`src/rtl/mipsPkg.sv`:
```
`default_nettype none

package mipsPkg;

	// Core constants
	localparam logic [31:0] resetPc = 32'h0000_3000;
	localparam int dataWords = 1024;

	// Primary opcodes
	localparam logic [5:0] opSpecial = 6'h00;
	localparam logic [5:0] opJ = 6'h02;
	localparam logic [5:0] opJal = 6'h03;
	localparam logic [5:0] opBeq = 6'h04;
	localparam logic [5:0] opOri = 6'h0d;
	localparam logic [5:0] opLui = 6'h0f;
	localparam logic [5:0] opLw = 6'h23;
	localparam logic [5:0] opSw = 6'h2b;

	// Funct codes under opSpecial
	localparam logic [5:0] fnAddu = 6'h21;
	localparam logic [5:0] fnSubu = 6'h23;

	// Zero encodings are the inactive ones, so a cleared payload is a bubble
	typedef enum logic [1:0] {aluAdd, aluSub, aluOr, aluLui} aluOpT;
	typedef enum logic [1:0] {fwdReg, fwdMem, fwdWb} fwdSelT;
	typedef enum logic [1:0] {wbAlu, wbMem, wbLink} wbSelT;

	typedef struct packed {
		logic regWrite;
		logic memWrite;
		logic memRead;
		aluOpT aluOp;
		logic aluSrcImm;
		logic zeroExt;
		wbSelT wbSel;
		logic isBranch;
		logic isJump;
	} ctrlT;

	typedef struct packed {
		logic [31:0] pc;
		logic [31:0] instr;
	} ifIdT;

	typedef struct packed {
		logic [31:0] pc;
		ctrlT ctrl;
		logic [4:0] rs;
		logic [4:0] rt;
		logic [4:0] dest;
		logic [31:0] rsVal;
		logic [31:0] rtVal;
		logic [31:0] imm;
	} idExT;

	typedef struct packed {
		logic [31:0] pc;
		ctrlT ctrl;
		logic [4:0] rt;
		logic [4:0] dest;
		logic [31:0] aluResult;
		logic [31:0] storeVal;
	} exMemT;

	typedef struct packed {
		logic [31:0] pc;
		ctrlT ctrl;
		logic [4:0] dest;
		logic [31:0] aluResult;
		logic [31:0] readData;
	} memWbT;

	// Retirement events
	typedef struct packed {
		logic valid;
		logic [4:0] regNum;
		logic [31:0] data;
	} regWrEventT;

	typedef struct packed {
		logic valid;
		logic [31:0] addr;
		logic [31:0] data;
	} memWrEventT;

endpackage

`default_nettype wire

```
`src/rtl/ctrlDecode.sv`:
```
`default_nettype none

module ctrlDecode (
	input logic [31:0] instr,
	output mipsPkg::ctrlT ctrl,
	output logic [4:0] dest
);

	logic [5:0] op;
	logic [5:0] fn;
	logic [4:0] rawDest;

	assign op = instr[31:26];
	assign fn = instr[5:0];

	always_comb begin
		ctrl = '0;
		rawDest = instr[20:16];
		case (op)
			mipsPkg::opSpecial: begin
				rawDest = instr[15:11];
				if (fn == mipsPkg::fnAddu) begin
					ctrl.regWrite = 1'b1;
				end else if (fn == mipsPkg::fnSubu) begin
					ctrl.regWrite = 1'b1;
					ctrl.aluOp = mipsPkg::aluSub;
				end
			end
			mipsPkg::opOri: begin
				ctrl.regWrite = 1'b1;
				ctrl.aluOp = mipsPkg::aluOr;
				ctrl.aluSrcImm = 1'b1;
				ctrl.zeroExt = 1'b1;
			end
			mipsPkg::opLui: begin
				ctrl.regWrite = 1'b1;
				ctrl.aluOp = mipsPkg::aluLui;
				ctrl.aluSrcImm = 1'b1;
			end
			mipsPkg::opLw: begin
				ctrl.regWrite = 1'b1;
				ctrl.memRead = 1'b1;
				ctrl.aluSrcImm = 1'b1;
				ctrl.wbSel = mipsPkg::wbMem;
			end
			mipsPkg::opSw: begin
				ctrl.memWrite = 1'b1;
				ctrl.aluSrcImm = 1'b1;
			end
			mipsPkg::opBeq: ctrl.isBranch = 1'b1;
			mipsPkg::opJ: ctrl.isJump = 1'b1;
			mipsPkg::opJal: begin
				ctrl.isJump = 1'b1;
				ctrl.regWrite = 1'b1;
				ctrl.wbSel = mipsPkg::wbLink;
				rawDest = 5'd31;
			end
			// Anything else stays a no-op
			default: ;
		endcase
	end

	// Non-writing instructions carry dest 0 down the pipe
	assign dest = ctrl.regWrite ? rawDest : 5'd0;

endmodule

`default_nettype wire

```
`config.mk`:
```
export PLATFORM = sky130hd
export DESIGN_NAME = ctrlDecode
export DESIGN_NICKNAME = d
export VERILOG_FILES = /design/src/rtl/mipsPkg.sv /design/src/rtl/ctrlDecode.sv
export SDC_FILE = /design/constraint.sdc
export NUM_CORES = 1
export LEC_CHECK = 0
export ABC_AREA = 1
export BUFFER_PORTS_ARGS = -buffer_cell sky130_fd_sc_hd__buf_2
export CAP_MARGIN = 10
export CORE_AREA = 2 2 39 41
export DETAILED_ROUTE_END_ITERATION = 10
export DIE_AREA = 0 0 41 43
export PLACE_DENSITY = 0.79
export SLEW_MARGIN = 20
export SYNTH_ARGS = -nofsm -noshare
export SYNTH_HDL_FRONTEND = slang
export SYNTH_SLANG_ARGS = --single-unit
```
`constraint.sdc`:
```
create_clock -name vclk -period 3.2
set_input_delay 0.64 -clock vclk [all_inputs]
set_output_delay 0.64 -clock vclk [all_outputs]
set_load 0.01 [all_outputs]
```
==> results.yml <==
outcome:
  status: "finished, final reports clean"
timing:
  finalMaxSlewViolations: 0
  setup_tns_ns: 0
  hold_viol: 0
  relSlewSlack: 0.662
  setup_violations: 0
  rsz0062_at_grt: "no"
  fin_crit_ns: 2.48
  finalCritPeriodShare: 0.775
  tightest_slew_ns: 0.506
  fin_hold_ws_ns: 1.58
  fmax_mhz: 403
  setup_ws_ns: 0.719
yosys:
  netlist_area_um2: 350
  synth-seq-area-share: 0
  synth.distinct_cells: 14
  ys_warn_count: 0
  synth_nets: 103
  synth_area_per_cell_um2: 4.93
  netlist_instances: 71
global_route:
  gr-usage-all-layers: 0.117
  met1_usage: 0.171
  grt_start_max_net_pins: 12
  grt_pass1_vias: 405
  use_met2: 0.197
  grt_busiest_layer: "met2"
  overflow: 0
  met3_usage: 0
  antenna_found_initial: 0
  grt_pass1_wl_mm: 1.59
critical_path:
  critPathCaptureType: "output port"
  start_kind: "input pin"
  crit_fanout: 11
  cp.required_ns: 2.56
  worstSetupPathType: "input pin to output port"
  cp.arrival_ns: 1.84
cts:
  cts_resized: 0
  cts_setup_buffers: 0
  hold_buffers: 0
route:
  dr_total_vias: 528
  remaining_drc_errors: 0
  dr.pass1.iters: 3
  viasPerCell: 4.29
  drtAntennaViolNets: 0
  drt_wl_total_mm: 1.05
  wl_per_cell_um: 8.50
  drtIter0Drc: 3
power:
  p_int_mw: 0.0189
  cellLeakagePower_nw: 0.417
  p_sw_frac: 0.566
  switchingPower_mw: 0.0247
  vdd_drop_max_uv: 44.7
  p_seq_frac: 0
  cellPowerDensity_nw_per_um2: 80.4
  p_comb_frac: 1.000
  power_mw: 0.0436
  clock_power_share: 0
cells_and_area:
  synthToLayoutAreaGrowth_pct: 54.6
  clkbuf_count: 0
  fin_nets: 141
  drive_above_1_share: 0.439
  stdcell_count: 123
  design.seq.count: 0
  fill_cells: 158
  antenna-diode-count: 0
  regArea_um2: 0
floorplanning:
  fp.dieW_um: 41
  die_y_um: 43
  initial_core_util: 0.253
  die_area_um2: 1760
  rows: 14
  io_pins: 48
  design.core.area_um2: 1380
place:
  io_buffers: 38
  place_inst: 123
  pre_cts_ws_ns: 0.696
  dp_hpwl_um: 872
  place_congestion: 0.705
run:
  cap_violations: 0
hold_path:
  hold_path.class: "input pin to output port"
==> cells in the mapped netlist (all sizes together) <==
| cell type | instances | area [um^2] |
|---|---|---|
| nand3 | 7 | 57.6 |
| buf | 2 | 18.8 |
| nor4 | 1 | 6.26 |
| nor2 | 20 | 97.6 |
| o21ai | 1 | 5.00 |
| nand2 | 17 | 63.8 |
| nand4 | 6 | 37.5 |
| inv | 17 | 63.8 |
==> per-stage QoR <==
stage	utilization	instance area, um^2
after floorplan	-	350
after global placement	0.392	542
after detailed placement	0.392	542
after CTS	0.392	542
after global routing	0.392	542
final	0.392	542
==> kinds of logic (layout without fill, tap and decap cells) <==
kind of cell    Yosys count  count (layout)  synth area share
simple gates             51              51             0.750
compound gates            1               1            0.0143
buf+inv                  19              55             0.236
==> path summary, 6_finish.rpt <==
path                   from  endpoint  slack, ns  depth (start not counted)
hold / removal    instr[27]   ctrl[1]       1.58                          3
setup / recovery  instr[31]   dest[3]       0.72                          7
==> metal layers <==
metal | vias to the layer above | part of all wire
met3 | 0 | 0.094
met1 | 216 | 0.44
li1 | 290 | -
met2 | 22 | 0.46
met5 | - | 0
met4 | 0 | 0
==> critical path: stages <==
cell and delay, ns:
buf_2 0.11, nor2_2 0.42, nand3_1 0.24, nand3_2 0.13, nor2_2 0.07, nor2_1 0.10, buf_2 0.13
==> power by group through the flow <==
stage	combinational [mW]	clock (mW)	sequential, mW
finish	0.0436	0	0
global route	0.0492	0	0
CTS	0.0442	0	0
detailed placement	0.0439	0	0
global placement	0.0429	0	0
floorplan	0.0230	0	0
==> placed cells by master (no fill, tap or decap), drive strengths merged <==
master,count
buf,38
nor2,20
nand2,17
inv,17
nand3,7
nand4,6
o21ai,1
nor4,1
==> layout make-up <==
cell class,instances,area [um^2],share of cell area
inverter,17,63.8,0.118
multi-input combinational,52,268,0.494
tap,16,20.0,0.0370
timing repair buffer,38,190,0.351
(Power assumes the default switching activity.)
