File: config.mk
export PLATFORM = sky130hd
export DESIGN_NAME = pipeReg
export DESIGN_NICKNAME = d
export VERILOG_FILES = /design/src/rtl/pipeReg.sv
export SDC_FILE = /design/constraint.sdc
export NUM_CORES = 1
export LEC_CHECK = 0
export ABC_CLOCK_PERIOD_IN_PS = 890
export BUFFER_PORTS_ARGS = -buffer_cell sky130_fd_sc_hd__buf_2
export CORE_MARGIN = 4
export CORE_UTILIZATION = 42
export CTS_CLUSTER_DIAMETER = 30
export CTS_CLUSTER_SIZE = 20
export DETAILED_ROUTE_END_ITERATION = 12
export PLACE_DENSITY = 0.78
export SYNTH_ARGS = -nofsm -noshare
export SYNTH_HDL_FRONTEND = slang
export SYNTH_SLANG_ARGS = --single-unit
File: constraint.sdc
create_clock -name clk -period 0.89 [get_ports clk]
set_input_delay 0.178 -clock clk [delete_from_list [all_inputs] [get_ports clk]]
set_output_delay 0.178 -clock clk [all_outputs]
set_load 0.03 [all_outputs]
File: src/rtl/pipeReg.sv
`default_nettype none

module pipeReg #(
	parameter type payloadT = logic [31:0]
) (
	input logic clk,
	input logic rst,
	input logic en,
	input logic bubble,
	input payloadT d,
	output payloadT q
);

	// All-zero payload leaves every control field inactive
	always_ff @(posedge clk) begin
		if (rst || bubble) begin
			q <= '0;
		end else if (en) begin
			q <= d;
		end
	end

endmodule

`default_nettype wire

==> results of run 1 <==
## area by class of cell
class	count	area, sq um	share of cell area
sequential	32	680.7	0.3686
timing repair buffer	77	635.6	0.3442
multi-input combinational	65	446.7	0.2419
clock buffer	6	41.29	0.02236
tap	30	37.54	0.02033
clock inverter	1	5.005	0.002710
## metrics by stage
stage | std cells | TNS [ns] | util | hold WS (ns) | setup WS [ns]
detailed placement | 198 | -0.2109 | 0.5954 | 0.4267 | -0.05382
CTS | 207 | -2.985 | 0.7139 | 0.07655 | -0.1072
floorplan | 105 | 0 | - | 0.3252 | 0.06914
global route | 211 | -4.053 | 0.7257 | 0.06735 | -0.1449
global placement | 198 | 0 | 0.5954 | 0.4104 | 0.01325
finish | 211 | -2.477 | 0.7257 | 0.08525 | -0.09861
## kinds of logic after synthesis
family | Yosys count | synth area share
simple gates | 33 | 0.1093
flops | 32 | 0.5541
buf+inv | 8 | 0.05952
mux | 32 | 0.2771
## final timing paths
path,start,endpoint,cells after the start,slack (ns)
setup / recovery,q[0],q[0],1,-0.1
hold / removal,d[5],q[5],3,0.09
setup reg to reg,q[20],q[20],3,0.12
hold reg to reg,q[28],q[28],2,0.50
## synth_stat cells
cell,count,share of area
mux2i_1,32,0.28
nor2_1,32,0.10
or2_1,1,0.0054
clkbuf_2,1,0.0043
dfxtp_1,32,0.55
buf_6,3,0.029
buf_4,4,0.026
## metal layers
| metal | up-vias | track usage | part of all wire |
|---|---|---|---|
| met5 | - | 0 | 0 |
| met4 | 0 | 0.1146 | 0.031 |
| met3 | 10 | 0.07234 | 0.10 |
| met2 | 47 | 0.3164 | 0.53 |
| met1 | 466 | 0.1804 | 0.34 |
| li1 | 492 | - | - |
## what timing repair did
item,in CTS,in global routing
setup endpoints to repair,32,32
gates resized for setup,96,0
setup buffers,2,4
## power groups by stage
stage               registers, mW  logic [mW]  clock network (mW)
finish                       1.52       0.481               0.713
global route                 1.53       0.516               0.835
CTS                          1.52       0.474               0.754
detailed placement           1.53       0.414                   0
global placement             1.53       0.400                   0
floorplan                    1.63       0.171                   0
==> metrics.md, run 1 <==
| Metric | Value |
|---|---|
| Clk slew on worst S/H paths | 0.09 ns |
| Clk Latency, worst-skew pair | 0.32 ns |
| Max_cap viols | 0 |
| Fill count | 193 |
| Final period demand of the worst path | 0.9886 ns |
| Mapped Cells | 105 |
| Nets@finish | 217 |
| Critical path type | register to primary output |
| Maximum vdd ir drop | 1334 uV |
| Vias in the first global route | 1,079 |
| CTS Hold Bufs | 0 |
| Comb pwr share | 0.177 |
| CTS Root Cell | clkbuf_4 |
| Failing checks | setup timing |
| Row cnt | 18 |
| DR DRC count | 0 |
| Avg Cell Area, Syn | 11.01 sq um |
| First-pass GRT wire length | 4733 microns |
| Worst Path Buf+Inv | 1 |
| Iteration-0 DRC Markers | 20 |
| IO buf count | 67 |
| RSZ-0062 raised after global routing | true |
| Core ar. | 2545 sq um |
| Max Fclk | 1012 MHz |
| # IOs | 68 |
| CP required | 0.71 ns |
| Antenna fix cells | 0 |
| Synth warnings | 0 |
| Setup violators final | 32 |
| Worst setup margin | -0.09861 ns |
| Worst rel slew slack | 0.8803 |
| Post-DP Area | 1515 sq um |
| Slew @ Worst Pin | 0.1746 ns |
| H-Tree Level Count | 2 |
| Placed wire-length estimate | 2132 microns |
| Critical path data arrival time | 0.81 ns |
| Die width | 60.47 microns |
| Critical path cell sequence | buf_6 |
| Vias/cell | 4.810 |
| First-pass DRT Iterations | 4 |
| Via Count | 1,015 |
| Worst Setup End Kind | primary output |
| Tightest Hold Check Type | input pin to register |
| Total Power | 2.715 mW |
| Net Switching | 0.6931 mW |
| Most common cell after layout, fill and taps aside | buf_2 |
| Max reg flops | 32 |
| CP max FO | 2 |
| Final ANT Viol Nets | 0 |
| Global route overflow | 0 |
| Largest net degree at the start of global routing | 21 |
| Status | finished with violations |
| Register area share after synthesis | 0.5541 |
| Clk buf depth | 2 |
| Net count after synthesis | 141 |
| Commonest non-fill, non-tap cells in the layout | buf_2, mux2i_1, nor2_1, buf_6, dfxtp_2 |
| Seq pwr share | 0.560 |
| Final WL | 3019 microns |
| Initial antenna violation count | 0 |
| CTS Buf Count | 5 |
| Number of synthesized register bits | 32 |
| Overall Global Routing Usage | 0.1819 |
| PwrDens | 1470 nW/um^2 |
| CTS tree | done |
| Largest regs | q: 32 flops |
| Crit share post-route | 1.111 |
| Synth unique cells | 7 |
| Synth-to-Final Area Change | 59.74% |
| Starting Density | 0.4543 |
| Routed WL per cell | 14.31 microns |
| Routability cong. | 0.6821 |
| Fin. Hold Viols | 0 |
| Clock Skews | 0 ns |
| Leak | 0.9274 nW |
| Startpoint class of the critical path | register |
| Biggest register | q |
| Internal power | 2.022 mW |
| Net Sw Frac | 0.2553 |
| Die H | 60.47 microns |
| Share of cells above drive strength 1 | 0.6354 |
| Max-slew violation count | 0 |
| CTS Sinks | 32 |
| Post-Syn Area | 1156 sq um |
| Cell area after layout | 1847 sq um |
| CP max-delay cell | dfxtp_2 |
| Clk pwr share | 0.263 |
| DIE AREA | 3656 sq um |
| Max incr delay on CP | 0.35 ns |
| Delay-heaviest family, CP | flip-flops |
Power figures use the tool's default switching activity.
==> run 2: changes to the inputs <==
RECOVER_POWER = 100   (was default)
==> run 2 against run 1 <==
Power about the same. Clock skew stayed put. Count of clock-buffer cells in the layout unchanged. Via count did not move. Clock power about the same. Cell count unchanged. Sequential share of layout area is 0.17 points lower. Die area unchanged. Wire length is the same. Register-to-register slack barely moved. Sequential power is essentially flat. The flow still finishes with violations (setup timing). Setup slack is the same.
==> metrics.md, run 2 (synthesized netlist as in run 1, its figures left out) <==
| Metric | Value |
|---|---|
| Total negative setup slack | -2.566 ns |
| Max incr delay on CP | 0.35 ns |
| Row cnt | 18 |
| Placed Instances | 198 |
| Overall Global Routing Usage | 0.1819 |
| Final Util | 0.7237 |
| Final WL | 3019 microns |
| Setup violators final | 32 |
| Final ANT Viol Nets | 0 |
| Worst Setup End Kind | primary output |
| Tightest Hold Check Type | input pin to register |
| # IOs | 68 |
| DIE AREA | 3656 sq um |
| Fill count | 193 |
| Reg-to-reg critical path endpoint | q[20] |
| CP required | 0.71 ns |
| Failing checks | setup timing |
| First-pass DRT Iterations | 4 |
| FF-to-FF setup slack | 0.12 ns |
| Die width | 60.47 microns |
| PwrDens | 1473 nW/um^2 |
| CTS Buf Count | 5 |
| Worst rel slew slack | 0.8803 |
| Antenna fix cells | 0 |
| Starting Density | 0.4543 |
| Clk slew on worst S/H paths | 0.09 ns |
| CTS tree | done |
| DR DRC count | 0 |
| IO buf count | 67 |
| Core ar. | 2545 sq um |
| CP max FO | 2 |
| Setup WS pre-CTS | -0.05382 ns |
| Routed WL per cell | 14.31 microns |
| Initial antenna violation count | 0 |
| Synth-to-Final Area Change | 59.31% |
| Worst setup margin | -0.09861 ns |
| Delay-heaviest family, CP | flip-flops |
| Hold path depth | 3 |
| Nets@finish | 217 |
| Worst Path Buf+Inv | 1 |
| Max reg flops | 32 |
| Maximum vdd ir drop | 1333 uV |
| Critical path type | register to primary output |
| CP max-delay cell | dfxtp_2 |
| Finished Layout Cells | 211 |
| Vias/cell | 4.810 |
| Startpoint class of the critical path | register |
| H-Tree Level Count | 2 |
| Reg2reg start | q[20] |
| Fin. Hold Viols | 0 |
| CTS Sinks | 32 |
| Critical path data arrival time | 0.81 ns |
| Largest regs | q: 32 flops |
| RSZ-0062 raised after global routing | true |
| CTS Root Cell | clkbuf_4 |
| Placed wire-length estimate | 2132 microns |
| Commonest non-fill, non-tap cells in the layout | buf_2, mux2i_1, nor2_1, buf_6, dfxtp_2 |
| Biggest register | q |
| Via Count | 1,015 |
| Max_cap viols | 0 |
| Share of cells above drive strength 1 | 0.6133 |
| Final period demand of the worst path | 0.9886 ns |
| Die H | 60.47 microns |
| Largest net degree at the start of global routing | 21 |
| Leak | 0.9257 nW |
| First-pass GRT wire length | 4733 microns |
| Vias in the first global route | 1,079 |
| Slew @ Worst Pin | 0.1746 ns |
| Clk buf depth | 2 |
| CTS Hold Bufs | 0 |
| Global route overflow | 0 |
| Clock Skews | 0 ns |
| Clk Latency, worst-skew pair | 0.32 ns |
| Worst hold path startpoint | d[5] |
| Max-slew violation count | 0 |
| Routability cong. | 0.6821 |
| Most common cell after layout, fill and taps aside | buf_2 |
| Status | finished with violations |
| Critical path cell sequence | buf_6 |
| R2r worst-path depth | 3 |
| Iteration-0 DRC Markers | 20 |
| Hold EP | q[5] |
| Crit share post-route | 1.111 |
| Max Fclk | 1012 MHz |
## run 2: cell counts in the layout (fill, tap and decap cells not counted)
Identical to the previous run, type by type.
## run 2: cell type report
class	count	area (sq um)	share of cell area
multi-input cells	65	446.7	0.2425
clock buffers	6	41.29	0.02242
repair buffers	77	635.6	0.3451
clock inverters	1	5.005	0.002717
flip-flops and latches	32	675.6	0.3668
well taps	30	37.54	0.02038
## run 2: metrics by stage
| stage | hold WS, ns | power, mW | cell area, sq um |
|---|---|---|---|
| 2_1_floorplan | 0.3252 | 1.798 | 1156 |
| 3_3_place_gp | 0.4104 | 1.932 | 1515 |
| 3_5_place_dp | 0.4267 | 1.947 | 1515 |
| 4_1_cts | 0.07655 | 2.748 | 1817 |
| 5_1_grt | 0.06735 | 2.877 | 1842 |
| 6_report | 0.08525 | 2.714 | 1842 |
## run 2: routing by layer
metal  global-route usage  vias up  wire length [microns]
li1                     -      492                      -
met1               0.1804      466                   1014
met2               0.3164       47                   1607
met3              0.07234       10                    303
met4               0.1146        0                     94
met5                    0        -                      0
## run 2: where the power goes
group / leakage, nW / internal (mW) / switching, mW / total, mW
clock network: 0.0281 / 0.290 / 0.423 / 0.713
registers: 0.273 / 1.49 / 0.0334 / 1.52
logic: 0.624 / 0.244 / 0.237 / 0.481
## run 2: worst max-delay path by stage
| stage | cells past startpoint | to | from | slack (ns) |
|---|---|---|---|---|
| 3_5_place_dp | 4 | q[2] | en | -0.05 |
| 3_3_place_gp | 4 | q[5] | en | 0.01 |
| 6_report | 1 | q[0] | q[0] | -0.1 |
| 4_1_cts | 1 | q[12] | q[12] | -0.11 |
| 5_1_grt | 1 | q[12] | q[12] | -0.14 |
| 2_1_floorplan | 4 | q[0] | en | 0.07 |
## run 2: what timing repair did
action	in CTS	in global routing
setup buffers	2	4
resized for setup	96	0
endpoints found under the setup margin	32	32
