--- config.mk ---
export PLATFORM = sky130hd
export DESIGN_NAME = hazardCtrl
export DESIGN_NICKNAME = d
export VERILOG_FILES = /design/src/rtl/mipsPkg.sv /design/src/rtl/hazardCtrl.sv
export SDC_FILE = /design/constraint.sdc
export NUM_CORES = 1
export LEC_CHECK = 0
export ABC_CLOCK_PERIOD_IN_PS = 1500
export BUFFER_PORTS_ARGS = -buffer_cell sky130_fd_sc_hd__buf_2
export CORE_AREA = 2 2 171 173
export DETAILED_ROUTE_END_ITERATION = 12
export DIE_AREA = 0 0 173 175
export RECOVER_POWER = 50
export SYNTH_ARGS = -nofsm -noshare
export SYNTH_HDL_FRONTEND = slang
export SYNTH_SLANG_ARGS = --single-unit
--- constraint.sdc ---
create_clock -name vclk -period 1.5
set_clock_uncertainty 0.05 [all_clocks]
set_input_delay 0.3 -clock vclk [all_inputs]
set_output_delay 0.3 -clock vclk [all_outputs]
set_load 0.01 [all_outputs]
--- src/rtl/mipsPkg.sv ---
`default_nettype none

package mipsPkg;

	// Core constants
	localparam logic [31:0] resetPc = 32'h0000_3000;
	localparam int dataWords = 1024;

	// Primary opcodes
	localparam logic [5:0] opSpecial = 6'h00;
	localparam logic [5:0] opJ = 6'h02;
	localparam logic [5:0] opJal = 6'h03;
	localparam logic [5:0] opBeq = 6'h04;
	localparam logic [5:0] opOri = 6'h0d;
	localparam logic [5:0] opLui = 6'h0f;
	localparam logic [5:0] opLw = 6'h23;
	localparam logic [5:0] opSw = 6'h2b;

	// Funct codes under opSpecial
	localparam logic [5:0] fnAddu = 6'h21;
	localparam logic [5:0] fnSubu = 6'h23;

	// Zero encodings are the inactive ones, so a cleared payload is a bubble
	typedef enum logic [1:0] {aluAdd, aluSub, aluOr, aluLui} aluOpT;
	typedef enum logic [1:0] {fwdReg, fwdMem, fwdWb} fwdSelT;
	typedef enum logic [1:0] {wbAlu, wbMem, wbLink} wbSelT;

	typedef struct packed {
		logic regWrite;
		logic memWrite;
		logic memRead;
		aluOpT aluOp;
		logic aluSrcImm;
		logic zeroExt;
		wbSelT wbSel;
		logic isBranch;
		logic isJump;
	} ctrlT;

	typedef struct packed {
		logic [31:0] pc;
		logic [31:0] instr;
	} ifIdT;

	typedef struct packed {
		logic [31:0] pc;
		ctrlT ctrl;
		logic [4:0] rs;
		logic [4:0] rt;
		logic [4:0] dest;
		logic [31:0] rsVal;
		logic [31:0] rtVal;
		logic [31:0] imm;
	} idExT;

	typedef struct packed {
		logic [31:0] pc;
		ctrlT ctrl;
		logic [4:0] rt;
		logic [4:0] dest;
		logic [31:0] aluResult;
		logic [31:0] storeVal;
	} exMemT;

	typedef struct packed {
		logic [31:0] pc;
		ctrlT ctrl;
		logic [4:0] dest;
		logic [31:0] aluResult;
		logic [31:0] readData;
	} memWbT;

	// Retirement events
	typedef struct packed {
		logic valid;
		logic [4:0] regNum;
		logic [31:0] data;
	} regWrEventT;

	typedef struct packed {
		logic valid;
		logic [31:0] addr;
		logic [31:0] data;
	} memWrEventT;

endpackage

`default_nettype wire

--- src/rtl/hazardCtrl.sv ---
`default_nettype none

module hazardCtrl (
	input logic [31:0] decInstr,
	input mipsPkg::ctrlT decCtrl,
	input mipsPkg::idExT idEx,
	input mipsPkg::exMemT exMem,
	input mipsPkg::memWbT memWb,
	output logic stall,
	output mipsPkg::fwdSelT decFwdA,
	output mipsPkg::fwdSelT decFwdB,
	output mipsPkg::fwdSelT exFwdA,
	output mipsPkg::fwdSelT exFwdB
);

	logic [5:0] op;
	logic [5:0] fn;
	logic [4:0] rs;
	logic [4:0] rt;
	logic useRs;
	logic useRt;
	logic exHit;
	logic memLoadHit;
	logic memFwdOk;
	logic wbFwdOk;

	assign op = decInstr[31:26];
	assign fn = decInstr[5:0];
	assign rs = decInstr[25:21];
	assign rt = decInstr[20:16];

	// Which source fields the decode instruction actually reads
	always_comb begin
		useRs = 1'b0;
		useRt = 1'b0;
		case (op)
			mipsPkg::opSpecial: begin
				useRs = (fn == mipsPkg::fnAddu) || (fn == mipsPkg::fnSubu);
				useRt = useRs;
			end
			mipsPkg::opOri, mipsPkg::opLw: useRs = 1'b1;
			mipsPkg::opSw, mipsPkg::opBeq: begin
				useRs = 1'b1;
				useRt = 1'b1;
			end
			default: ;
		endcase
	end

	////////////////////////////////////////////////////////////////////////////
	// Stall detection

	// dest is 0 for non-writing instructions
	assign exHit = (idEx.dest != 5'd0) &&
		((useRs && idEx.dest == rs) || (useRt && idEx.dest == rt));
	assign memLoadHit = exMem.ctrl.memRead && (exMem.dest != 5'd0) &&
		((useRs && exMem.dest == rs) || (useRt && exMem.dest == rt));

	assign stall = (idEx.ctrl.memRead && exHit) ||
		(decCtrl.isBranch && exHit) ||
		(decCtrl.isBranch && memLoadHit);

	////////////////////////////////////////////////////////////////////////////
	// Forwarding selects with the memory stage first

	// Loads in memory are excluded since the stall covers them
	assign memFwdOk = exMem.ctrl.regWrite && !exMem.ctrl.memRead && exMem.dest != 5'd0;
	assign wbFwdOk = memWb.ctrl.regWrite && memWb.dest != 5'd0;

	assign decFwdA = (memFwdOk && exMem.dest == rs) ? mipsPkg::fwdMem : mipsPkg::fwdReg;
	assign decFwdB = (memFwdOk && exMem.dest == rt) ? mipsPkg::fwdMem : mipsPkg::fwdReg;

	assign exFwdA = (memFwdOk && exMem.dest == idEx.rs) ? mipsPkg::fwdMem :
		(wbFwdOk && memWb.dest == idEx.rs) ? mipsPkg::fwdWb : mipsPkg::fwdReg;
	assign exFwdB = (memFwdOk && exMem.dest == idEx.rt) ? mipsPkg::fwdMem :
		(wbFwdOk && memWb.dest == idEx.rt) ? mipsPkg::fwdWb : mipsPkg::fwdReg;

endmodule

`default_nettype wire

==> results of run 1 <==
==> layout make-up <==
class	instances	area (um2)	share of cell area [%]
Tap cell	384	480	23.6
Multi-Input combinational cell	84	776	38.2
Timing Repair Buffer	98	773	38.0
Inverter	1	3.75	0.185
==> report_power, final <==
group          switching, mW  internal, mW  total, mW  leakage [nW]
Sequential                 0             0          0             0
Combinational          0.177         0.236      0.413         0.724
Clock                      0             0          0             0
Total                  0.177         0.236      0.413         0.724
==> synthesized netlist by cell type (all sizes together) <==
library cell,number,area (um2)
xor2,26,228
xnor2,14,123
buf,7,40.0
nand3,7,35.0
nor2,5,18.8
nor3,5,30.0
or4,5,41.3
nand2,4,15.0
nor4,4,50.1
a21oi,3,15.0
nand3b,2,15.0
o22ai,2,18.8
conb,1,3.75
inv,1,3.75
nand4,1,6.26
nor4b,1,8.76
o21ai,1,5.00
o221ai,1,15.0
o32ai,1,8.76
==> metrics by stage <==
| stage | util (%) | worst slack [ns] | cells | TNS [ns] | cell area [um2] |
|---|---|---|---|---|---|
| 4_1_cts | 6.91 | -0.359 | 567 | -1.78 | 1960 |
| 6_report | 7.16 | -0.374 | 567 | -1.57 | 2030 |
| 2_1_floorplan | - | -0.150 | 92 | -0.379 | 743 |
| 3_5_place_dp | 6.06 | -0.530 | 561 | -2.55 | 1720 |
| 5_1_grt | 7.16 | -0.436 | 567 | -2.09 | 2030 |
| 3_3_place_gp | 6.06 | -0.532 | 561 | -2.46 | 1720 |
==> what timing repair did <==
item / in CTS / in global routing
gates resized for setup: 49 / 14
buffers inserted: 8 / 0
setup endpoints to repair: 7 / 7
hold buffers: 0 / 0
pin swaps: 23 / 11
==> logic make-up (layout without fill, tap and decap cells) <==
family	Yosys count	count (layout)	synth area share [%]
xor+xnor	40	40	51.5
buf+inv	8	99	6.43
compound gates	8	8	9.19
simple gates	34	34	32.4
other cells	1	2	0.551
==> cells in the final DEF (no fill, tap or decap), drive strengths merged, types with 3 or more instances in the layout <==
cell type	instances
xor2	26
or4	5
xnor2	14
a21oi	3
nor4	4
nor2	5
nand2	4
nand3	7
nor3	5
buf	98
==> per-layer routing <==
metal,vias up,global-route usage [%],routed length (um)
li1,499,-,-
met1,430,3.54,1850
met2,37,5.52,2340
met3,2,1.89,669
met4,2,0,0
met5,-,0,13
==> worst max path at each step <==
stage	start	to	slack, ns	depth (start not counted)
5_1_grt	memWb[68]	exFwdA[1]	-0.44	5
2_1_floorplan	idEx[108]	exFwdA[1]	-0.15	3
3_5_place_dp	memWb[65]	exFwdB[1]	-0.53	5
4_1_cts	idEx[99]	stall	-0.36	7
3_3_place_gp	memWb[65]	exFwdB[1]	-0.53	5
6_report	memWb[68]	exFwdA[1]	-0.37	5
==> results.md, run 1 <==
- GRT overflow: 0
- Hold Path Origin: decInstr[30]
- Final hold slack: 0.948 ns
- Diode count: 0
- Synth Warn #: 0
- Maxcap violations: 0
- Crit path largest cell delay: 0.54 ns
- WHS Endpoint: stall
- Router iterations before antenna repair: 4
- Leakage: 0.724 nW
- Share of cells above drive strength 1: 66.1%
- PortBufs: 58
- Number of remaining DRC errors: 0
- Final-report setup violation count: 7
- Vias in the first global route: 1063
- Die width: 173 um
- Slew Viols, Final: 0
- CP max FO: 3
- Storage element area: 0 um2
- CORE AREA: 0.0284 mm2
- Sequential share of the synthesized area: 0%
- Fillers: 3378
- Endpoint class of the critical path: output pin
- Power, Total: 413 uW
- Wirelength, routed: 4.87 mm
- Worst path cell trace: buf_6 -> xor2_1 -> or4_4 -> nor4_4 -> buf_2
- Largest net degree at the start of global routing: 6
- Antenna Nets Post-Route: 0
- Vias per cell: 1.71
- VDD IR max: 0.0000338 V
- Ports: 435
- Initial Util: 2.40%
- Hold Path Class: in -> out
- Tcrit/Tclk final: 125%
- Fin. Hold Viols: 0
- Average wire per standard cell: 8.60 um
- Mapped Cells: 91
- RSZ-0062 raised after global routing: true
- Critical Path RT: 1.15 ns
- RePlAce Congestion: 0.682
- GRT Util Overall: 3.17%
- Setup slack after layout: -0.374 ns
- Syn_area_per_cell: 7.48 um2
- Row count: 62
- Min Tclk post-route: 1.87 ns
- Mapped cell area: 681 um2
- CP delay by family, top: simple AND/OR/NAND/NOR gates
- Area delta synth->final: 199%
- Critical path class: in -> out
- F_max: 534 MHz
- Vias after detailed routing: 970
- Global-route wire length before repair: 6.99 mm
- Clock buffer count: 0
- CP max stage cell: or4_4
- Die Y-Extent: 175 um
- Hold Crit Depth: 5
- Crit path DAT: 1.52 ns
- Nature of the critical path startpoint: primary input
- Initial antenna violation count: 1
- Die area: 0.0303 mm2
- WP buf/inv: 2
- Seq Cell Count: 0
- HPWL after detailed placement: 4.55 mm
- Failing checks: setup timing
- Initial drt markers: 27
- Netlist cell types: 23
- # nets final: 611
- Status: finished with violations
- Power density over cell area: 203 mW/mm2
No activity file was read; power rests on OpenSTA's default activity.
==> run 2: changes to the inputs <==
--- a/config.mk
+++ b/config.mk
@@ -11,6 +11,7 @@
 export DETAILED_ROUTE_END_ITERATION = 12
 export DIE_AREA = 0 0 173 175
 export RECOVER_POWER = 50
+export REMOVE_ABC_BUFFERS = 1
 export SYNTH_ARGS = -nofsm -noshare
 export SYNTH_HDL_FRONTEND = slang
 export SYNTH_SLANG_ARGS = --single-unit
==> results.md, run 2 (same netlist as run 1, synthesis figures left out) <==
- Status: finished with violations
- Failing checks: setup timing
- CORE AREA: 0.0284 mm2
- Most common cell after layout, fill and taps aside: buf_2
- Clock buffer count: 0
- Setup slack after layout: -0.307 ns
- Initial drt markers: 10
- Die width: 173 um
- VDD IR max: 0.0000353 V
- Critical Path RT: 1.15 ns
- Largest net degree at the start of global routing: 5
- Initial Util: 2.40%
- # nets final: 609
- Average wire per standard cell: 8.49 um
- Endpoint class of the critical path: output pin
- Min Tclk post-route: 1.81 ns
- Seq Cell Count: 0
- Critical path class: in -> out
- WHS Endpoint: stall
- Router iterations before antenna repair: 4
- Int Pwr: 245 uW
- Die Y-Extent: 175 um
- RePlAce Congestion: 0.689
- Initial antenna violation count: 0
- Row count: 62
- Vias after detailed routing: 1010
- CP max stage cell: nor3_2
- CP max FO: 4
- RSZ-0062 raised after global routing: true
- Diode count: 0
- PortBufs: 58
- Area delta synth->final: 199%
- Comb pwr share: 100.0%
- Slew Viols, Final: 0
- Share of cells above drive strength 1: 69.1%
- Crit path largest cell delay: 0.22 ns
- Hold Path Origin: decInstr[30]
- Reg power frac: 0%
- GRT overflow: 0
- Ports: 435
- Worst path cell trace: buf_8 -> xor2_1 -> nor3_2 -> nand3_2 -> o22ai_1 -> nand4_1 -> nand2_1 -> buf_6
- HPWL after detailed placement: 4.36 mm
- Clock share of power: 0%
- Storage element area: 0 um2
- Final Instance Area: 0.00204 mm2
- GRT Util Overall: 3.00%
- Antenna Nets Post-Route: 0
- Dpl cell area: 0.00169 mm2
- Crit path DAT: 1.46 ns
- Net switching power: 180 uW
- Net Sw Frac: 42.4%
- Tcrit/Tclk final: 120%
- Maxcap violations: 0
- Most frequent cells in the layout: buf_2 (36), buf_4 (30), xor2_1 (25)
- Final-report setup violation count: 7
- Die area: 0.0303 mm2
- Hold buffers post-CTS: 0
- Vias per cell: 1.79
- Hold Crit Depth: 5
- Wirelength, routed: 4.80 mm
- Power density over cell area: 209 mW/mm2
- Global-route wire length before repair: 6.83 mm
- Power, Total: 425 uW
- Fin. Hold Viols: 0
- Vias in the first global route: 1077
- Number of remaining DRC errors: 0
- F_max: 553 MHz
- Hold Path Class: in -> out
- Leakage: 0.745 nW
- Fillers: 3361
- Nature of the critical path startpoint: primary input
[run 2: how the worst max path moves through the flow]
| stage | start | end | depth (start not counted) |
|---|---|---|---|
| 6_report | exMem[68] | stall | 8 |
| 5_1_grt | exMem[68] | stall | 8 |
| 4_1_cts | idEx[99] | stall | 7 |
| 3_5_place_dp | idEx[97] | stall | 7 |
| 3_3_place_gp | decInstr[27] | stall | 6 |
| 2_1_floorplan | idEx[97] | stall | 5 |
[run 2: power by group through the flow]
stage	logic [mW]	registers, mW	clock network, mW
3_5_place_dp	0.324	0	0
5_1_grt	0.457	0	0
2_1_floorplan	0.116	0	0
6_report	0.425	0	0
3_3_place_gp	0.319	0	0
4_1_cts	0.400	0	0
[run 2: repair_timing]
item / CTS / global route
buffers inserted: 2 / 1
pin swaps: 25 / 9
endpoints found under the setup margin: 7 / 7
gates resized for setup: 53 / 22
[run 2: layer usage]
| layer | track usage, % | share of wire [%] | up-vias | routed length [um] |
|---|---|---|---|---|
| met1 | 3.55 | 41 | 481 | 1980 |
| met2 | 5.65 | 51 | 33 | 2470 |
| met5 | 0 | 0 | - | 0 |
| met4 | 0.106 | 0.48 | 0 | 23 |
| met3 | 0.827 | 6.9 | 2 | 330 |
| li1 | - | - | 494 | - |
[run 2: layout make-up]
| type | count | area [um2] | share of cell area (%) |
|---|---|---|---|
| inverters | 1 | 3.75 | 0.184 |
| multi-input cells | 84 | 786 | 38.6 |
| well taps | 384 | 480 | 23.6 |
| repair buffers | 96 | 766 | 37.6 |
[run 2: metrics by stage]
step	setup slack, ns	instances	hold slack, ns	setup TNS [ns]	util (%)
after floorplan	-0.0794	85	0.675	-0.189	-
after global placement	-0.389	563	0.988	-1.94	5.94
after detailed placement	-0.380	563	0.982	-2.07	5.94
after CTS	-0.324	564	0.965	-1.46	6.84
after global routing	-0.418	565	1.02	-1.72	7.17
final	-0.307	565	0.957	-1.24	7.17
[run 2: critical path: cells and delay by family]
family	cells	cell delay, ns
compound gates	1	0.20
buf+inv	2	0.23
simple gates	4	0.56
xor+xnor	1	0.16
