<file path="config.mk">
export PLATFORM = sky130hd
export DESIGN_NAME = execAlu
export DESIGN_NICKNAME = d
export VERILOG_FILES = /design/src/rtl/mipsPkg.sv /design/src/rtl/execAlu.sv
export SDC_FILE = /design/constraint.sdc
export NUM_CORES = 1
export LEC_CHECK = 0
export ABC_AREA = 1
export ABC_CLOCK_PERIOD_IN_PS = 9700
export BUFFER_PORTS_ARGS = -buffer_cell sky130_fd_sc_hd__buf_4
export CORE_MARGIN = 1
export CORE_UTILIZATION = 44
export DETAILED_ROUTE_END_ITERATION = 8
export PLACE_DENSITY_LB_ADDON = 0.05
export SYNTH_ARGS = -nofsm -noshare
export SYNTH_HDL_FRONTEND = slang
export SYNTH_SLANG_ARGS = --single-unit
export TNS_END_PERCENT = 1
</file>
<file path="constraint.sdc">
create_clock -name vclk -period 9.7
set_clock_uncertainty 0.1 [all_clocks]
set_input_delay 1.94 -clock vclk [all_inputs]
set_output_delay 1.94 -clock vclk [all_outputs]
set_load 0.01 [all_outputs]
</file>
<file path="src/rtl/mipsPkg.sv">
`default_nettype none

package mipsPkg;

	// Core constants
	localparam logic [31:0] resetPc = 32'h0000_3000;
	localparam int dataWords = 1024;

	// Primary opcodes
	localparam logic [5:0] opSpecial = 6'h00;
	localparam logic [5:0] opJ = 6'h02;
	localparam logic [5:0] opJal = 6'h03;
	localparam logic [5:0] opBeq = 6'h04;
	localparam logic [5:0] opOri = 6'h0d;
	localparam logic [5:0] opLui = 6'h0f;
	localparam logic [5:0] opLw = 6'h23;
	localparam logic [5:0] opSw = 6'h2b;

	// Funct codes under opSpecial
	localparam logic [5:0] fnAddu = 6'h21;
	localparam logic [5:0] fnSubu = 6'h23;

	// Zero encodings are the inactive ones, so a cleared payload is a bubble
	typedef enum logic [1:0] {aluAdd, aluSub, aluOr, aluLui} aluOpT;
	typedef enum logic [1:0] {fwdReg, fwdMem, fwdWb} fwdSelT;
	typedef enum logic [1:0] {wbAlu, wbMem, wbLink} wbSelT;

	typedef struct packed {
		logic regWrite;
		logic memWrite;
		logic memRead;
		aluOpT aluOp;
		logic aluSrcImm;
		logic zeroExt;
		wbSelT wbSel;
		logic isBranch;
		logic isJump;
	} ctrlT;

	typedef struct packed {
		logic [31:0] pc;
		logic [31:0] instr;
	} ifIdT;

	typedef struct packed {
		logic [31:0] pc;
		ctrlT ctrl;
		logic [4:0] rs;
		logic [4:0] rt;
		logic [4:0] dest;
		logic [31:0] rsVal;
		logic [31:0] rtVal;
		logic [31:0] imm;
	} idExT;

	typedef struct packed {
		logic [31:0] pc;
		ctrlT ctrl;
		logic [4:0] rt;
		logic [4:0] dest;
		logic [31:0] aluResult;
		logic [31:0] storeVal;
	} exMemT;

	typedef struct packed {
		logic [31:0] pc;
		ctrlT ctrl;
		logic [4:0] dest;
		logic [31:0] aluResult;
		logic [31:0] readData;
	} memWbT;

	// Retirement events
	typedef struct packed {
		logic valid;
		logic [4:0] regNum;
		logic [31:0] data;
	} regWrEventT;

	typedef struct packed {
		logic valid;
		logic [31:0] addr;
		logic [31:0] data;
	} memWrEventT;

endpackage

`default_nettype wire

</file>
<file path="src/rtl/execAlu.sv">
`default_nettype none

module execAlu (
	input mipsPkg::aluOpT aluOp,
	input logic [31:0] a,
	input logic [31:0] b,
	output logic [31:0] y
);

	// Unsigned wrap on add and subtract
	always_comb begin
		case (aluOp)
			mipsPkg::aluAdd: y = a + b;
			mipsPkg::aluSub: y = a - b;
			mipsPkg::aluOr: y = a | b;
			mipsPkg::aluLui: y = {b[15:0], 16'h0000};
			default: y = a + b;
		endcase
	end

endmodule

`default_nettype wire

</file>
==> results by stage, run 1 <==
STA:
- At the pin with the least slew margin, the transition time is 1.02 ns.
- In the final timing run, aggregate negative setup slack is 0 ns.
- The final setup violation count is 0.
- The share of the cycle needed by the critical path after routing is 73.5%.
- The number of endpoints with negative hold slack in the final report is 0.
- Setup repair after global routing left no endpoint under its margin.
- For the finished layout, the period the worst path requires is 7.13 ns.
- The highest clock rate is 0.140 GHz.
- The number of pins exceeding their max-slew limit in the final report is 0.
- In this run the tightest slew margin relative to its limit is 32.2%.

Floorplan:
- The floorplan core area is 8340 um2.
- The floorplan row count is 33.
- The horizontal die dimension is 95.5 um.
- The starting density of the core is 46.1%.
- Measured along the y axis, the die boundary spans 95.5 um.
- The area of the die is 9120 um2.
- In this run the count of I/O pins placed on the die edge is 98.

Worst setup path:
- The endpoint arrival time on the critical path is 5.09 ns.
- In this run the number of cells on the critical path is 19.
- Counting both buffers and inverters, the worst setup path holds a total of 4.
- The worst setup path is captured at an output port.
- The slowest stage of the critical path is the inv_1 cell.
- The most numerous cell on the critical path is nand2_1.
- STA puts the critical path data required time at 7.66 ns.
- The worst setup path is of the in -> out kind.
- Traced cell by cell, the critical path runs through buf_4 > nor2_4 > inv_1 > nand2_1 > o21ai_0 > xor2_1 > ha_1 > nand2_1 > inv_1 > nand2_1 > nand2_1 > a21oi_1 > nor2_1 > nor2_1 > nand2_1 > nand2_1 > nand3_1 > nand2_1 > buf_4.
- In this run the worst setup path begins at aluOp[1].
- In this design, the stage delay of the slowest critical-path cell is 0.43 ns.
- Broken down by cell family, the worst path's largest delay share belongs to simple AND/OR/NAND/NOR gates.
- Along the worst path, the maximum fanout reaches 22.
- The capture point of the critical path is y[25].
- STA classifies the critical path startpoint as an input pin.

Detailed routing:
- Summed over all layers, the routed wires come to 15,400 um.
- After detailed routing, the number of vias per cell comes to 5.45.
- The detail route stage leaves a number of antenna-violating nets equal to 0.
- The DRC violations left is 0.
- The routed layout has 5,396 vias.
- The detailed-route wire length per cell is 15.6 um.
- After the first detailed-routing iteration, the DRC count stood at 391.
- The number of detailed-routing iterations run before antenna repair is 5.

Synthesis:
- Synthesis handed over a netlist of 796 instances.
- By area the synthesized netlist is led by nand2_1, inv_1, nor2_1.
- The mean cell area of the mapped netlist is 4.83 um2.
- Sequential cells were found to cover 0% of the synthesized design area.
- The number of different library cells in the post-synthesis netlist is 32.
- The total nets after synthesis is 896.
- The synthesized design devotes to its leading area cell type 24.9% of total area.
- The synthesized netlist occupies a cell area of 3840 um2.
- The synthesized design spends more area on one cell type than any other, namely nand2_1.
- For this run, the number of Yosys warnings is 0.

Place:
- After detailed placement, the design holds a cell count of 990.
- The global placer's final weighted congestion is 0.951.
- The wire-length estimate of the detail-placed layout is 13,200 um.
- The count of port buffers added during placement is 98.

Layout:
- The number of clock-tree buffers in the layout is 0.
- The area growth from synthesis to layout is 21.6%.
- After the last flow step, the layout net total stands at 987.
- After the flow finishes, the layout carries non-filler instances totaling 990.
- The layout cell share with drive strength beyond 1 is 13.1%.
- The repair_antennas step left the layout with diodes totalling 0.
- The register area is 0 um2.
- Sequential cells placed in the final layout were counted as 0.

GRT:
- The via count of the first global-routing pass is 4,864.
- The total global routing overflow is 0.
- The largest net degree at the start of global routing is 23.
- The initial antenna violation count is 0.
- Across every metal layer, demand over resource in global routing totals 34.3%.
- The first global-routing pass estimated 23,900 um of wire.

Pwr:
- The power per unit of standard cell area is 75.3 nW/um2.
- The leakage component of the power is 2.78 nW.
- VDD sags by at most 0.0580 mV.

Job:
- The max-capacitance violation count is 0.

Clocking:
- The number of setup buffers added after CTS is 0.
- Gates resized during post-CTS repair numbered 0.
- For this design, the CTS-stage hold fixing added 0 buffers.

Status:
- The run finished with clean final reports.

Hold path:
- The class of the worst hold path is in -> out.
-- cell usage after synthesis --
| master | count |
|---|---|
| nand2_1 | 255 |
| inv_1 | 141 |
| nor2_1 | 121 |
| nand3_1 | 53 |
| a21oi_1 | 47 |
| o21ai_0 | 40 |
| ha_1 | 33 |
| xor2_1 | 21 |
| nor3_1 | 12 |
| nand4_1 | 10 |
| xnor2_1 | 8 |
| clkbuf_1 | 6 |
| o21bai_1 | 6 |
| nand3b_1 | 5 |
| and2_1 | 4 |
| nand2_2 | 4 |
| nor2_2 | 4 |
| buf_2 | 3 |
| nor2_4 | 3 |
| o21ai_1 | 3 |
| a21boi_0 | 2 |
| nand3_2 | 2 |
| nor4_1 | 2 |
| o31ai_1 | 2 |
| xor2_2 | 2 |
| a21o_1 | 1 |
| a21oi_2 | 1 |
| a22oi_1 | 1 |
| a31oi_1 | 1 |
| fa_1 | 1 |
| nor3_4 | 1 |
| o21ai_2 | 1 |
-- routing by layer --
layer	global-route usage [%]	vias to the layer above	routed length, um	share of wire (%)
li1	-	2680	-	-
met1	49.1	2420	6900	45
met2	56.7	270	6830	44
met3	1.59	26	1370	8.9
met4	6.47	0	341	2.2
met5	0	-	0	0
-- how the worst min path moves through the flow --
stage / start / endpoint / slack (ns) / cells after the start
2_1_floorplan: b[1] / y[17] / 3.92 / 2
3_3_place_gp: a[9] / y[9] / 4.09 / 4
3_5_place_dp: a[5] / y[5] / 4.10 / 4
4_1_cts: a[5] / y[5] / 4.10 / 4
5_1_grt: a[5] / y[5] / 4.13 / 4
6_report: a[5] / y[5] / 4.10 / 4
-- worst min-delay path, delay by kind of cell --
kind | cells | cell delay (ns)
buf+inv | 2 | 0.19
compound gates | 2 | 0.12
-- layout by cell type, fill, tap and decap left out, types with 12 or more instances in the layout --
| master | instances |
|---|---|
| buf_4 | 98 |
| xor2_1 | 21 |
| nor3_1 | 12 |
| a21oi_1 | 47 |
| inv_1 | 141 |
| ha_1 | 33 |
| nor2_1 | 121 |
| o21ai_0 | 40 |
| nand3_1 | 53 |
| nand2_1 | 255 |
-- report_power, final --
group | internal, W | total, W | switching [W]
Clock | 0 | 0 | 0
Combinational | 0.000133 | 0.000352 | 0.000219
Sequential | 0 | 0 | 0
-- per-stage QoR --
stage	worst slack, ns	power (W)	util (%)	hold slack, ns	instance area [um2]
3_3_place_gp	2.68	0.000340	56.0	4.09	4670
3_5_place_dp	2.63	0.000344	56.0	4.10	4670
5_1_grt	2.27	0.000391	56.0	4.13	4670
4_1_cts	2.62	0.000345	56.0	4.10	4670
2_1_floorplan	3.55	0.000217	-	3.92	3840
6_report	2.57	0.000352	56.0	4.10	4670
-- area by class of cell --
class                      instances  area (um2)
inverter                         141         529
multi-input combinational        646        3280
timing repair buffer              98         736
tap                              105         131
fill                             934        3670
-- cells by family after synthesis --
logic type,count (synthesis),synth area share (%)
xor+xnor,31,7.45
fa+ha+maj,34,11.3
simple gates,476,51.9
buf+inv,150,14.7
compound gates,105,14.7
Power figures use the tool's default switching activity.
==> run 2: changes to the inputs <==
--- a/config.mk
+++ b/config.mk
@@ -6,7 +6,7 @@
 export NUM_CORES = 1
 export LEC_CHECK = 0
 export ABC_AREA = 1
-export ABC_CLOCK_PERIOD_IN_PS = 9700
+export ABC_CLOCK_PERIOD_IN_PS = 7000
 export BUFFER_PORTS_ARGS = -buffer_cell sky130_fd_sc_hd__buf_4
 export CORE_MARGIN = 1
 export CORE_UTILIZATION = 44
==> constraint.sdc (replaced) <==
create_clock -name vclk -period 7
set_clock_uncertainty 0.1 [all_clocks]
set_input_delay 1.4 -clock vclk [all_inputs]
set_output_delay 1.4 -clock vclk [all_outputs]
set_load 0.01 [all_outputs]
==> run 2 against run 1 <==
Effect of this change:
- utilization unchanged
- final cell count did not move
- routed wire length is 0.42% lower
- first-iteration DRC count down 10%
- sequential share of layout area unchanged
- critical path type unchanged
- via count decreased by 1.4%
- clock-buffer cell count unchanged
- non-clock buffer count unchanged
- critical endpoint is now y[18]
==> results by stage, run 2 (synthesis results as in run 1) <==
Worst setup path:
- The sort of element at the end of the critical path is an output port.
- The largest stage delay on the critical path is 0.45 ns (+0.02 ns).
- The required time of the critical path is 5.50 ns (-2.16 ns).
- The critical path goes through buf_4 > nor2_4 > inv_1 > nand2_1 > xnor2_1 > inv_1 > ha_1 > nand2_1 > nor3_1 > nand4_1 > nand3_1 > nand2_1 > nand3_1 > nand2_1 > buf_4.
- The top cell family by delay on the critical path is simple AND/OR/NAND/NOR gates.
- The largest individual stage delay along the critical path comes from the cell nor3_1.
- The critical path start-end classification is in -> out.
- The count of buffering cells on the critical path with inverters included was 4 (unchanged).
- The largest fanout of any net on the critical path was 22 (unchanged).
- Counting stages on the worst path, the most repeated cell is nand2_1.
- The worst setup path is launched from an input pin.
- The endpoint arrival time on the critical path is 4.53 ns (-0.56 ns).

Layout:
- The number of flip-flops and latches came to 0 (unchanged).
- The net count reported at finish is 987 (unchanged).
- The area overhead of the layout relative to synthesis is 21.6% (unchanged).
- The number of clock-tree buffers in the layout came to 0 (unchanged).
- The antenna cell count is 0 (unchanged).
- The final design utilization came to 56.0% (unchanged).
- The top cell types in the final layout, fill and taps aside, are nand2_1, inv_1, nor2_1, buf_4, nand3_1.
- The register area was 0 um2 (unchanged).
- The leading cell type in the layout, fill and taps excluded is nand2_1.
- The layout cell share with drive strength beyond 1 came to 13.1% (unchanged).

Floorplan:
- The horizontal die dimension is 95.5 um (unchanged).
- The number of top-level pins is 98 (unchanged).
- The floorplan row count is 33 (unchanged).
- The area of the die was 9120 um2 (unchanged).
- The die span in y is 95.5 um (unchanged).
- The starting density of the core is 46.1% (unchanged).
- The floorplan core area is 8340 um2 (unchanged).

Detailed routing:
- The number of routed nets with antenna violations is 0 (unchanged).
- The via total after detailed routing is 5,321 (-1.4%).
- The mean number of vias per cell was 5.37 (-1.4%).
- The detailed-route wire length per cell is 15.5 um (-0.42%).
- The DRC violations left came to 0 (unchanged).
- The number of detailed-routing iterations run before antenna repair is 5 (unchanged).
- The total detailed-routing wirelength is 15,400 um (-0.42%).
- The initial detailed-routing violation count is 352 (-10%).

STA:
- The number of pins exceeding their max-slew limit in the final report is 0 (unchanged).
- The setup TNS is 0 ns (unchanged).
- The normalized max-slew margin was 34.8% (+2.6 points).
- The final setup violation count is 0 (unchanged).
- The highest clock rate is 0.166 GHz.
- The number of endpoints with negative hold slack in the final report was 0 (unchanged).
- The worst path needs 6.03 ns of the cycle, external delays included.
- Setup repair after global routing left no endpoint under its margin.
- The transition time at the pin with the least slew margin is 0.977 ns (-0.0382 ns).
- The final critical path takes up 86.1% of the cycle.
- The final worst slack came to 0.974 ns (-1.59 ns).

Clocking:
- The number of buffers added to fix hold violations after cts is 0 (unchanged).
- The number of setup buffers added after CTS was 0 (unchanged).
- The quantity of gates resized following cts is 0 (unchanged).

GRT:
- The first-pass GRT wire length is 23,700 um (-1.1%).
- The initial antenna violation count came to 0 (unchanged).
- The total global routing overflow is 0 (unchanged).
- The total track usage is 33.8% (-0.49 points).
- The via count of the first global-routing pass is 4,820 (-0.90%).
- The largest net degree at the start of global routing is 23 (unchanged).

Pwr:
- The switching part of the total power is 62.0% (-0.14 points).
- The power per unit of standard cell area is 104 nW/um2 (+38%).
- The cell-internal power is 0.000185 W (+39%).
- The switching power came to 0.000302 W (+38%).
- The maximum ir drop on the vdd rail is 0.0602 mV (+3.8%).
- The power share of the sequential group is 0% (unchanged).
- The total power of the final layout is 0.000487 W (+38%).
- The clock group share of total power is 0% (unchanged).
- The leakage component of the power is 2.78 nW (unchanged).
- The portion of total power attributed to combinational logic is 100.0% (about the same).

Place:
- The HPWL reported at the end of detailed placement is 13,100 um (-0.67%).
- The global placer's final weighted congestion is 0.954 (+0.26%).
- The count of port buffers added during placement came to 98 (unchanged).
- The worst slack at placement was 1.02 ns (-1.61 ns).

Hold path:
- In this run the most critical hold path is launched from a[5].
- The path with the worst hold slack has its endpoint at y[5].
- The number of stages on the worst hold path was 4 (unchanged).
- The class of the worst hold path is in -> out.

Job:
- The max-capacitance violation count is 0 (unchanged).

Status:
- The flow ran to the end, and the final reports show no timing, DRC or antenna violations.
run 2: final cells by class:
| type | instances | area [um2] |
|---|---|---|
| well taps | 105 | 131 |
| inverters | 141 | 529 |
| repair buffers | 98 | 736 |
| multi-input cells | 646 | 3280 |
| fillers | 964 | 3670 |
run 2: per-layer routing:
metal | track usage (%) | vias up | share of wire [%]
li1 | - | 2682 | -
met2 | 55.4 | 233 | 44
met1 | 47.6 | 2382 | 45
met5 | 0 | - | 0
met3 | 2.47 | 24 | 7.8
met4 | 8.08 | 0 | 2.4
run 2: through the flow:
stage               instance area (um2)  cells  hold slack (ns)
global placement                   4670    990             3.01
floorplan                          3840    796             2.84
finish                             4670    990             3.02
global route                       4670    990             3.04
detailed placement                 4670    990             3.02
CTS                                4670    990             3.02
run 2: worst max path at each step:
stage,from,to,slack (ns),depth (start not counted)
2_1_floorplan,b[0],y[14],1.93,17
3_3_place_gp,aluOp[1],y[22],1.05,18
3_5_place_dp,aluOp[1],y[22],1.02,18
4_1_cts,aluOp[1],y[25],1.01,19
5_1_grt,aluOp[1],y[31],0.71,18
6_report,aluOp[1],y[18],0.97,15
run 2: worst min-delay path, cell delays in order:
cell     delay (ns)
buf_4          0.09
o21ai_0        0.06
o31ai_1        0.06
buf_4          0.11
run 2: power groups by stage:
stage | combinational [W] | sequential, W | clock [W]
2_1_floorplan | 0.000300 | 0 | 0
3_3_place_gp | 0.000471 | 0 | 0
4_1_cts | 0.000478 | 0 | 0
6_report | 0.000487 | 0 | 0
5_1_grt | 0.000539 | 0 | 0
3_5_place_dp | 0.000476 | 0 | 0
